[config.mk]
export PLATFORM = sky130hd
export DESIGN_NAME = pic_8259_top
export DESIGN_NICKNAME = d
export VERILOG_FILES = /design/src/pic_pkg.sv /design/src/pic_8259_top.sv /design/src/pic_ack_sequencer.sv /design/src/pic_cmd_decoder.sv /design/src/pic_priority_resolver.sv
export SDC_FILE = /design/constraint.sdc
export NUM_CORES = 1
export LEC_CHECK = 0
export BUFFER_PORTS_ARGS = -buffer_cell sky130_fd_sc_hd__buf_2
export CAP_MARGIN = 20
export CORE_MARGIN = 4
export CORE_UTILIZATION = 52
export DETAILED_ROUTE_END_ITERATION = 16
export PLACE_DENSITY = 0.85
export SYNTH_ARGS = -nofsm -noshare
export SYNTH_HDL_FRONTEND = slang
export SYNTH_SLANG_ARGS = --single-unit
export TNS_END_PERCENT = 50
[constraint.sdc]
create_clock -name clk -period 1.9 [get_ports clk]
set_input_delay 0.095 -clock clk [delete_from_list [all_inputs] [get_ports clk]]
set_output_delay 0.095 -clock clk [all_outputs]
set_load 0.05 [all_outputs]
[src/pic_pkg.sv]
package pic_pkg;

    // Request lines, fixed by the 8259 encoding
    parameter int NUM_IRQ = 8;

    typedef logic [NUM_IRQ-1:0] irq_vec_t;    // One bit per level, IR0 in bit 0
    typedef logic [2:0]         irq_level_t;  // Level number 0 to 7
    typedef logic [7:0]         pic_data_t;   // APB data and INTA vector byte
    typedef logic [4:0]         vector_base_t; // T7-T3 from ICW2

    // Level returned when the first INTA finds nothing to serve
    parameter irq_level_t SPURIOUS_LEVEL = 3'd7;

    // A0 decode
    parameter logic ADDR_CMD  = 1'b0;
    parameter logic ADDR_DATA = 1'b1;

    // ICW sequence
    typedef enum logic [1:0] {
        INIT_READY,  // OCWs accepted
        INIT_ICW2,   // Waiting for vector base
        INIT_ICW4    // Waiting for mode word
    } init_state_e;

    // Two-pulse 8086 acknowledge
    typedef enum logic [1:0] {
        ACK_IDLE,
        ACK_FIRST,   // First INTA pulse low
        ACK_GAP,     // Between the two pulses
        ACK_SECOND   // Second pulse low, vector on the bus
    } ack_state_e;

    // Lowest set bit wins, IR0 highest priority
    // Empty vector gives level 7
    function automatic irq_level_t lowest_set_level(irq_vec_t vec);
        irq_level_t level;
        level = SPURIOUS_LEVEL;
        for (int i = NUM_IRQ - 1; i >= 0; i--) begin
            if (vec[i])
                level = irq_level_t'(i); // Later hit has higher priority
        end
        return level;
    endfunction

endpackage

[src/pic_8259_top.sv]
`timescale 1ns/1ps

module pic_8259_top (
    input  logic               clk,
    input  logic               reset,
    input  logic               psel,
    input  logic               penable,
    input  logic               pwrite,
    input  logic               paddr,
    input  pic_pkg::pic_data_t pwdata,
    input  pic_pkg::irq_vec_t  ir,
    input  logic               inta_n,
    output pic_pkg::pic_data_t prdata,
    output logic               intr,      // INT pin to the CPU INTR input
    output pic_pkg::pic_data_t data_out,
    output logic               data_oe
);
    import pic_pkg::*;

    // Decoder to resolver
    irq_vec_t     imr;
    logic         ltim;
    logic         aeoi;
    logic         icw1_write;
    logic         eoi_valid;
    logic         eoi_specific;
    irq_level_t   eoi_level;
    irq_vec_t     irr;        // Back to decoder for read-back
    irq_vec_t     isr;
    // Decoder and resolver to sequencer
    vector_base_t vector_base;
    irq_level_t   ack_level;
    logic         ack_latch;
    logic         ack_done;

    pic_cmd_decoder u_cmd_decoder (
        .clk, .reset, .psel, .penable, .pwrite, .paddr, .pwdata, .prdata,
        .irr, .isr, .imr, .ltim, .aeoi, .icw1_write,
        .eoi_valid, .eoi_specific, .eoi_level, .vector_base
    );

    pic_priority_resolver u_priority_resolver (
        .clk, .reset, .ir, .imr, .ltim, .aeoi, .icw1_write,
        .eoi_valid, .eoi_specific, .eoi_level, .ack_latch, .ack_done,
        .irr, .isr, .ack_level, .intr
    );

    pic_ack_sequencer u_ack_sequencer (
        .clk, .reset, .inta_n, .icw1_write, .vector_base, .ack_level,
        .ack_latch, .ack_done, .data_oe, .data_out
    );

endmodule

[src/pic_ack_sequencer.sv]
`timescale 1ns/1ps

module pic_ack_sequencer (
    input  logic                  clk,
    input  logic                  reset,
    input  logic                  inta_n,
    input  logic                  icw1_write,
    input  pic_pkg::vector_base_t vector_base,
    input  pic_pkg::irq_level_t   ack_level,
    output logic                  ack_latch,
    output logic                  ack_done,
    output logic                  data_oe,
    output pic_pkg::pic_data_t    data_out
);
    import pic_pkg::*;

    ack_state_e ack_state;
    logic       inta_q;     // Last sampled INTA
    logic       inta_fall;
    logic       inta_rise;

    assign inta_fall = inta_q & ~inta_n;
    assign inta_rise = ~inta_q & inta_n;

    always_ff @(posedge clk) begin
        if (reset) begin
            ack_state <= ACK_IDLE;
            inta_q    <= 1'b1;   // INTA idles high
            ack_latch <= 1'b0;
            ack_done  <= 1'b0;
        end else begin
            inta_q    <= inta_n;
            ack_latch <= 1'b0;
            ack_done  <= 1'b0;
            if (icw1_write) begin
                ack_state <= ACK_IDLE; // Abandon any half-done acknowledge
            end else begin
                case (ack_state)
                    ACK_IDLE: begin
                        if (inta_fall) begin
                            ack_state <= ACK_FIRST;
                            ack_latch <= 1'b1; // Freeze winner into ISR
                        end
                    end
                    ACK_FIRST: if (inta_rise) ack_state <= ACK_GAP;
                    ACK_GAP:   if (inta_fall) ack_state <= ACK_SECOND;
                    ACK_SECOND: begin
                        if (inta_rise) begin
                            ack_state <= ACK_IDLE;
                            ack_done  <= 1'b1;
                        end
                    end
                    default: ack_state <= ACK_IDLE;
                endcase
            end
        end
    end

    // Vector byte only in the second pulse, bus idle otherwise
    assign data_oe  = (ack_state == ACK_SECOND);
    assign data_out = data_oe ? {vector_base, ack_level} : '0;

endmodule

[src/pic_cmd_decoder.sv]
`timescale 1ns/1ps

module pic_cmd_decoder (
    input  logic                  clk,
    input  logic                  reset,
    input  logic                  psel,
    input  logic                  penable,
    input  logic                  pwrite,
    input  logic                  paddr,
    input  pic_pkg::pic_data_t    pwdata,
    output pic_pkg::pic_data_t    prdata,
    input  pic_pkg::irq_vec_t     irr,
    input  pic_pkg::irq_vec_t     isr,
    output pic_pkg::irq_vec_t     imr,
    output logic                  ltim,
    output logic                  aeoi,
    output logic                  icw1_write,
    output logic                  eoi_valid,
    output logic                  eoi_specific,
    output pic_pkg::irq_level_t   eoi_level,
    output pic_pkg::vector_base_t vector_base
);
    import pic_pkg::*;

    init_state_e init_state;
    logic        ic4;       // ICW4 follows ICW2
    logic        read_isr;  // OCW3 RIS, ISR when set
    logic        wr_access; // Write lands at end of access phase
    logic        rd_setup;  // Read data captured in setup phase
    logic        cmd_wr;
    logic        data_wr;
    logic        icw1_hit;
    logic        ocw2_hit;
    logic        ocw3_hit;

    assign wr_access = psel & penable & pwrite;
    assign rd_setup  = psel & ~penable & ~pwrite;
    assign cmd_wr    = wr_access & (paddr == ADDR_CMD);
    assign data_wr   = wr_access & (paddr == ADDR_DATA);

    // Command port split on D4 and D3
    assign icw1_hit = cmd_wr & pwdata[4];
    assign ocw2_hit = cmd_wr & ~pwdata[4] & ~pwdata[3];
    assign ocw3_hit = cmd_wr & ~pwdata[4] & pwdata[3];

    always_ff @(posedge clk) begin
        if (reset) begin
            init_state   <= INIT_READY;
            ic4          <= 1'b0;
            read_isr     <= 1'b0;
            imr          <= '1;   // Everything masked
            ltim         <= 1'b0;
            aeoi         <= 1'b0;
            vector_base  <= '0;
            icw1_write   <= 1'b0;
            eoi_valid    <= 1'b0;
            eoi_specific <= 1'b0;
            eoi_level    <= '0;
            prdata       <= '0;
        end else begin
            icw1_write <= icw1_hit; // Resolver and sequencer restart one cycle later
            eoi_valid  <= 1'b0;
            if (icw1_hit) begin
                init_state <= INIT_ICW2;
                imr        <= '1;
                aeoi       <= 1'b0;
                read_isr   <= 1'b0;     // Back to IRR read-back
                ltim       <= pwdata[3];
                ic4        <= pwdata[0]; // SNGL in D1 not used, always single
            end else if (data_wr) begin
                case (init_state)
                    INIT_ICW2: begin
                        vector_base <= pwdata[7:3];
                        init_state  <= ic4 ? INIT_ICW4 : INIT_READY;
                    end
                    INIT_ICW4: begin
                        aeoi       <= pwdata[1]; // uPM in D0 ignored, 8086 only
                        init_state <= INIT_READY;
                    end
                    default: imr <= pwdata; // OCW1
                endcase
            end else if (ocw2_hit) begin
                // 001 non-specific, 011 specific, rest ignored
                eoi_valid    <= (pwdata[7:5] == 3'b001) || (pwdata[7:5] == 3'b011);
                eoi_specific <= pwdata[6];
                eoi_level    <= pwdata[2:0];
            end else if (ocw3_hit && pwdata[1]) begin
                read_isr <= pwdata[0]; // RR set, RIS picks register
            end

            // Registered read mux, valid through the access phase
            if (rd_setup)
                prdata <= (paddr == ADDR_DATA) ? imr : (read_isr ? isr : irr);
        end
    end

endmodule

[src/pic_priority_resolver.sv]
`timescale 1ns/1ps

module pic_priority_resolver (
    input  logic                clk,
    input  logic                reset,
    input  pic_pkg::irq_vec_t   ir,
    input  pic_pkg::irq_vec_t   imr,
    input  logic                ltim,
    input  logic                aeoi,
    input  logic                icw1_write,
    input  logic                eoi_valid,
    input  logic                eoi_specific,
    input  pic_pkg::irq_level_t eoi_level,
    input  logic                ack_latch,
    input  logic                ack_done,
    output pic_pkg::irq_vec_t   irr,
    output pic_pkg::irq_vec_t   isr,
    output pic_pkg::irq_level_t ack_level,
    output logic                intr
);
    import pic_pkg::*;

    irq_vec_t   ir_q;        // Previous sample for edge detect
    irq_vec_t   ir_rise;
    irq_vec_t   pending;     // Unmasked requests
    irq_level_t win_level;
    irq_level_t isr_level;   // Level currently in service
    logic       win_valid;   // Winner beats everything in service
    logic       ack_hit;     // Acknowledge served a real level
    irq_vec_t   win_mask;
    irq_vec_t   irr_capture;
    irq_vec_t   isr_set;
    irq_vec_t   isr_clr;

    assign ir_rise     = ir & ~ir_q;
    assign irr_capture = ltim ? ir : (irr | ir_rise); // Level mode tracks ir
    assign pending     = irr & ~imr;
    assign win_level   = lowest_set_level(pending);
    assign isr_level   = lowest_set_level(isr);
    assign win_mask    = irq_vec_t'(1) << win_level;

    // Fully nested, only a strictly higher level gets through
    assign win_valid = (pending != '0) && ((isr == '0) || (win_level < isr_level));

    always_comb begin
        isr_set = '0;
        isr_clr = '0;
        if (ack_latch && win_valid)
            isr_set = win_mask;
        if (eoi_valid)
            isr_clr = eoi_specific ? (irq_vec_t'(1) << eoi_level) : (irq_vec_t'(1) << isr_level);
        if (ack_done && aeoi && ack_hit)
            isr_clr = isr_clr | (irq_vec_t'(1) << ack_level); // Auto EOI at end of INTA
    end

    always_ff @(posedge clk) begin
        if (reset) begin
            ir_q      <= '0;
            irr       <= '0;
            isr       <= '0;
            ack_level <= '0;
            ack_hit   <= 1'b0;
            intr      <= 1'b0;
        end else begin
            ir_q <= ir;
            if (icw1_write) begin
                irr     <= '0;
                isr     <= '0;
                ack_hit <= 1'b0;
                intr    <= 1'b0;
            end else begin
                // Winner leaves IRR as it enters ISR
                irr  <= irr_capture & ~isr_set;
                isr  <= (isr & ~isr_clr) | isr_set;
                intr <= ack_latch ? 1'b0 : win_valid;
                if (ack_latch) begin
                    ack_level <= win_valid ? win_level : SPURIOUS_LEVEL;
                    ack_hit   <= win_valid;
                end
            end
        end
    end

endmodule

* Word-level counts from Yosys, hierarchy flattened *
Cells that the tools add are included.

operators by class
  add/subtract/negate cells = 0
  multiply operators = 0
  divide/modulo/power cells = 0
  $lt $le $gt $ge = 1
  eq/ne operators = 11
  shift operators = 4
  muxes and demuxes = 34
  bitwise gates (word level) = 37
  reduce and logical (&&, ||, !) cells = 29

operators by type and width
  kind                 number
  $mux 8               8
  $and 8x8->8          4
  $not 8->8            4
  $shl 1x3->8 const A  4
  $mux 3               9
  $or 8x8->8           3
  $mux 2               9
  $not 1->1            14
  $and 1x1->1          12
  $reduce_and 2->1     5
  $reduce_and 3->1     3
  $reduce_or 3->1      3
  $logic_not 8->1      1
  $pmux 2 s4           1
  $reduce_bool 8->1    1
  $eq 2x2->1 const B   3
  $mux 1               6
  $ne 2x1->1 const B   3
  $reduce_or 2->1      3
  $logic_and 1x1->1    5
  $eq 2x1->1 const B   2
  $pmux 2 s2           1
  $reduce_and 4->1     1
  $reduce_bool 2->1    2
  other kinds (8)      9

word-level totals
  flip-flop bits (word level) = 67
  bits in latches = 0
  RAM bits = 0
  bits in read-only memories = 0
  input port bits = 23
  output and inout bits = 18
  word-level logic and storage cells = 139
  memories = 0

* Longest topological paths before layout *
  depth after elaboration = 16
  gate-level depth with buffers = 10

* Cells and area by module *
A second synthesis with hierarchy kept.

unflattened totals
  cells, all modules = 382
  area total of the unflattened synthesis = 3395.8 µm²

by module, submodules not included
  module                 instances  cells an instance  area an instance (µm²)  sequential area each (µm²)
  pic_priority_resolver  1          184                1579.0                  580.6
  pic_cmd_decoder        1          161                1468.9                  660.6
  pic_ack_sequencer      1          37                 347.8                   100.1

* Worst setup path after synthesis *
Ideal clock, no wire load.

  path type = register to register
  from = reg u_priority_resolver.irr[2]
  to = reg u_priority_resolver.irr[3]
  setup time = 95 ps
  data arrival time = 1871 ps
  required time = 1805 ps
  setup slack = -66 ps
  cell stages (with the launch flop) = 11
  buffers on the path = 1
  path through = dfxtp_1 > nor2b_4 > nand2b_4 > nor2_4 > ha_1 > nor2_1 > a41oi_1 > o31ai_1 > a22o_1 > buf_2 > a221oi_1

on the way
  cells in the longest elaborated chain, start to end = 11

RTL lines
  item                      line                         text
  start: declaration        pic_priority_resolver.sv:16  output pic_pkg::irq_vec_t irr,
  start signal: assignment  pic_priority_resolver.sv:73  irr <= irr_capture & ~isr_set;
  $and 8x8->8 *             pic_priority_resolver.sv:37  assign pending = irr & ~imr;
  $mux 3 (3 in series)      pic_pkg.sv:39                if (vec[i])
  $lt 3x3->1                pic_priority_resolver.sv:43  assign win_valid = (pending != '0) && ((isr == '0) || (win_level < isr_level));
  $logic_or 1x1->1          pic_priority_resolver.sv:43
  $logic_and 1x1->1         pic_priority_resolver.sv:43
  $logic_and 1x1->1         pic_priority_resolver.sv:48  if (ack_latch && win_valid)
  $mux 8 *                  pic_priority_resolver.sv:48
  $not 8->8 *               pic_priority_resolver.sv:73
  $and 8x8->8 *             pic_priority_resolver.sv:73

Every way passes the cells marked *; elsewhere a longest branch is shown, timed or not.
A chain may end at the register's enable or synchronous reset.

* Final worst setup path *
  from = reg u_priority_resolver.isr[1]
  to = reg u_priority_resolver.ack_level[2]

on the way
  cells in the longest elaborated chain, start to end = 6

RTL lines
  item                      line                         text
  start: declaration        pic_priority_resolver.sv:17  output pic_pkg::irq_vec_t isr,
  start signal: assignment  pic_priority_resolver.sv:74  isr <= (isr & ~isr_clr) | isr_set;
  $mux 3 (2 in series)      pic_pkg.sv:39
  $lt 3x3->1                pic_priority_resolver.sv:43
  $logic_or 1x1->1 *        pic_priority_resolver.sv:43
  $logic_and 1x1->1 *       pic_priority_resolver.sv:43
  $mux 3 *                  pic_priority_resolver.sv:77  ack_level <= win_valid ? win_level : SPURIOUS_LEVEL;
  end signal: assignment    pic_priority_resolver.sv:77
  end: declaration          pic_priority_resolver.sv:18  output pic_pkg::irq_level_t ack_level,

Marked as above.

==> impl_metrics.csv <==
group,metric,value,unit
status,status,"finished with violations",
status,violations,"setup timing",
synthesis,dominantRegCellSynth,"dfxtp_1",
job,max_cap_violations,0,
cts,clockBufferDepth,2,
cells_and_area,final_core_util,70.0,%
placement,hpwlAfterDp,6.83,mm
synthesis,ys_types,55,
timing,hold_violations,0,
cts,worstSkewPairLatency,0.35,ns
synthesis,yosys.area_share.simple,25.9,%
synthesis,yosysSeqAreaShare,40.5,%
die,rows,28,
die,fp.coreArea,0.00606,mm2
worst_setup_path,max_stage_delay,0.33,ns
pwr,p_leak,1.80,nW
cells_and_area,diodes,0,
global_route,use_met2,44.0,%
worst_setup_path,path_cells,"nor2_2 > nand2_1 > ha_4 > nor2_4 > a41oi_2 > o31ai_4 > a22o_2 > a311oi_1",
global_route,grt_pass1_wl,15.4,mm
cells_and_area,final_cell_mix,"66 x dfxtp_1, 51 x nor2_1, 42 x nand2_1, 40 x buf_2, 36 x buf_4",
timing,post-route-period-util,104,%
synthesis,synth_top_family_by_area,"simple AND/OR/NAND/NOR gates",
cells_and_area,fill_cells,439,
cells_and_area,syn2layout_area_growth,28.2,%
timing,finalWorstSetupSlack,-0.0810,ns
drt,detail-route-antenna-nets,0,
timing,skew,0.0120,ns
placement,dp_cells,529,
synthesis,synth_edf_count,0,
worst_setup_path,ff2ff_setup_slack,-0.08,ns
timing,relSlewSlack,45.0,%
global_route,grt_pass1_vias,3234,
drt,drt_iter0_drc,305,
global_route,overflow,0,
synthesis,synth_nets,429,
drt,wl_per_cell,17.8,um
global_route,use_met1,31.6,%
pwr,p_comb_share,19.2,%
synthesis,async_flop_share,0,%
drt,drc,0,
cts,cts.clk_slew.worst_paths,0.08,ns
die,io_pins,41,
die,initial_core_util,54.6,%
drt,vias,3339,
pwr,p_switching,0.961,mW
die,die_h,87.8,um
timing,clock.fmax,505,MHz
drt,vias_per_cell,5.99,
worst_setup_path,end_kind,"register",
synthesis,yosys.area_share.xor_xnor,0,%
worst_setup_path,required,2.15,ns
cells_and_area,drive_above_1_share,28.2,%
global_route,grt_util_met3,5.93,%
cells_and_area,final-seq-area,0.00134,mm2
cts,cts.htree.levels,3,
placement,place_congestion,0.985,
timing,period_minus_slack,1.98,ns
global_route,antenna_found_initial,0,
timing,setup_violations,17,
cells_and_area,multi_input_area,0.00195,mm2
worst_setup_path,path_max_fanout,5,
worst_setup_path,worst_ep_arrival_time,2.23,ns
global_route,gr-usage-all-layers,26.1,%
pwr,power_frac_seq,46.0,%
worst_setup_path,slowest_stage,"dfxtp_1",
die,die-area,0.00771,mm2
cells_and_area,layout.nets,509,
die,dieWidth,87.8,um
drt,routed_wl,9.93,mm
pwr,sw_frac_of_total,28.4,%
synthesis,yosys_warnings,0,
worst_setup_path,start_kind,"register",
synthesis,syn_avg_cell_area,8.32,um2
synthesis,synth-compound-area-share,21.8,%
placement,io_buffers,40,
cts,numCtsBuffers,9,
timing,worst_slew_pin_slew,0.822,ns
global_route,busiest_layer,"met2",
cts,root_buffer,"clkbuf_8",
placement,pre_cts_ws,-0.137,ns
timing,rsz0062_at_grt,"yes",
cts,cts_tree,"yes",
synthesis,synthesis.area,0.00331,mm2
cts,cts_sinks,67,
pwr,pwr-share-clk,34.8,%
synthesis,syn_inst,398,
synthesis,synth_mux_area_share,3.93,%
synthesis,ys_ff_latch,67,
min_path,hold_class,"in -> reg",
timing,slew_violations,0,
pwr,peakVddDrop,0.603,mV
cells_and_area,layout.cells.non_filler,557,
pwr,powerDensity,796,mW/mm2
pwr,p_int,2.42,mW
drt,first_pass_iters,5,
worst_setup_path,worstSetupPathType,"reg -> reg",
synthesis,synthAdderAreaFrac,3.02,%
cells_and_area,final_common_cell,"dfxtp_1",
global_route,grt_start_max_net_pins,27,
[registers in the layout (all words and copies together) (netlist names), 2 cells and up]
register	cells
u_ack_sequencer.ack_state	2
u_cmd_decoder.eoi_level	3
u_cmd_decoder.init_state	2
u_priority_resolver.ir_q	8
u_priority_resolver.ack_level	3
u_cmd_decoder.vector_base	5
u_priority_resolver.isr	8
u_priority_resolver.irr	8
u_cmd_decoder.prdata	8
u_cmd_decoder.imr	8
[critical path: cells and delay by family (launching register included)]
family	cells	cell delay (ns)
AO/OA/AOI/OAI	4	0.91
adder cells (fa/ha/maj)	1	0.31
flip-flops	1	0.33
AND/OR/NAND/NOR	3	0.33
[metal layers]
metal / vias to the layer above / wire length [um]
met5: - / 0
met4: 0 / 410
met3: 43 / 726
met2: 183 / 4840
met1: 1553 / 3950
li1: 1560 / -
[logic make-up (layout without fill, tap and decap cells)]
family,count (synthesis),in the layout
multiplexers,13,13
buffers and inverters,40,123
adder cells (fa/ha/maj),8,8
flip-flops,67,67
AO/OA/AOI/OAI,99,100
AND/OR/NAND/NOR,171,171
[Yosys cell counts (3+ instances only)]
| cell | number | area share [%] |
|---|---|---|
| inv_1 | 20 | 2.3 |
| a21oi_1 | 29 | 4.4 |
| o21ai_1 | 5 | 0.76 |
| o2111ai_1 | 8 | 2.1 |
| o211ai_1 | 4 | 0.91 |
| o21ai_0 | 14 | 2.1 |
| nand2_1 | 42 | 4.8 |
| nand3_1 | 19 | 2.9 |
| a311oi_1 | 6 | 1.6 |
| mux2i_1 | 13 | 3.9 |
| clkbuf_1 | 15 | 1.7 |
| nand3b_1 | 4 | 0.91 |
| and2_1 | 9 | 1.7 |
| ha_1 | 8 | 3.0 |
| a21boi_0 | 3 | 0.68 |
| dfxtp_1 | 67 | 41 |
| nor2_1 | 55 | 6.2 |
| nand2b_1 | 5 | 0.94 |
| or2_2 | 3 | 0.57 |
| a211oi_1 | 6 | 1.4 |
| nor2b_1 | 16 | 3.0 |
| o41ai_2 | 5 | 2.5 |
[area by class of cell]
class                   count  area share [%]
multi-input cells         292            46.0
flip-flops and latches     67            31.6
repair buffers             87            13.7
clock buffers              13            3.74
well taps                  75            2.21
inverters                  21            1.86
clock inverters             2           0.825
[power groups by stage]
stage / clock network (mW) / registers, mW / logic, mW
6_report: 1.18 / 1.55 / 0.648
3_5_place_dp: 0 / 1.58 / 0.578
2_1_floorplan: 0 / 1.58 / 0.382
4_1_cts: 1.17 / 1.55 / 0.623
5_1_grt: 1.24 / 1.56 / 0.708
3_3_place_gp: 0 / 1.57 / 0.558
[path summary, 6_finish.rpt]
check                                             from                                       endpoint  cells past startpoint
min reg2reg  u_cmd_decoder.vector_base[4]$_SDFFE_PP0P_      u_cmd_decoder.vector_base[4]$_SDFFE_PP0P_                      2
min                                              ir[1]         u_priority_resolver.ir_q[1]$_SDFF_PP0_                      2
max reg2reg      u_priority_resolver.isr[1]$_SDFF_PP0_  u_priority_resolver.ack_level[2]$_SDFFE_PP0P_                      8
max              u_priority_resolver.isr[1]$_SDFF_PP0_  u_priority_resolver.ack_level[2]$_SDFFE_PP0P_                      8
[metrics by stage]
step	area (um2)	total power [mW]	hold WS, ns	TNS (ns)
after detailed placement	3800	2.16	0.327	-0.808
after global placement	3800	2.13	0.307	-0.0814
after global routing	4250	3.51	0.0309	-1.86
after floorplan	3330	1.96	0.171	-0.186
after CTS	4180	3.34	0.00236	-0.000419
final	4250	3.38	0.00283	-1.01
[what timing repair did]
item	4_1_cts	5_1_grt
setup endpoints to repair	14	21
setup buffers	2	1
hold buffers	9	0
cloned	1	0
endpoints found under the hold margin	9	0
gates resized for setup	14	15
pin swaps	3	11
(Power assumes the default switching activity.)
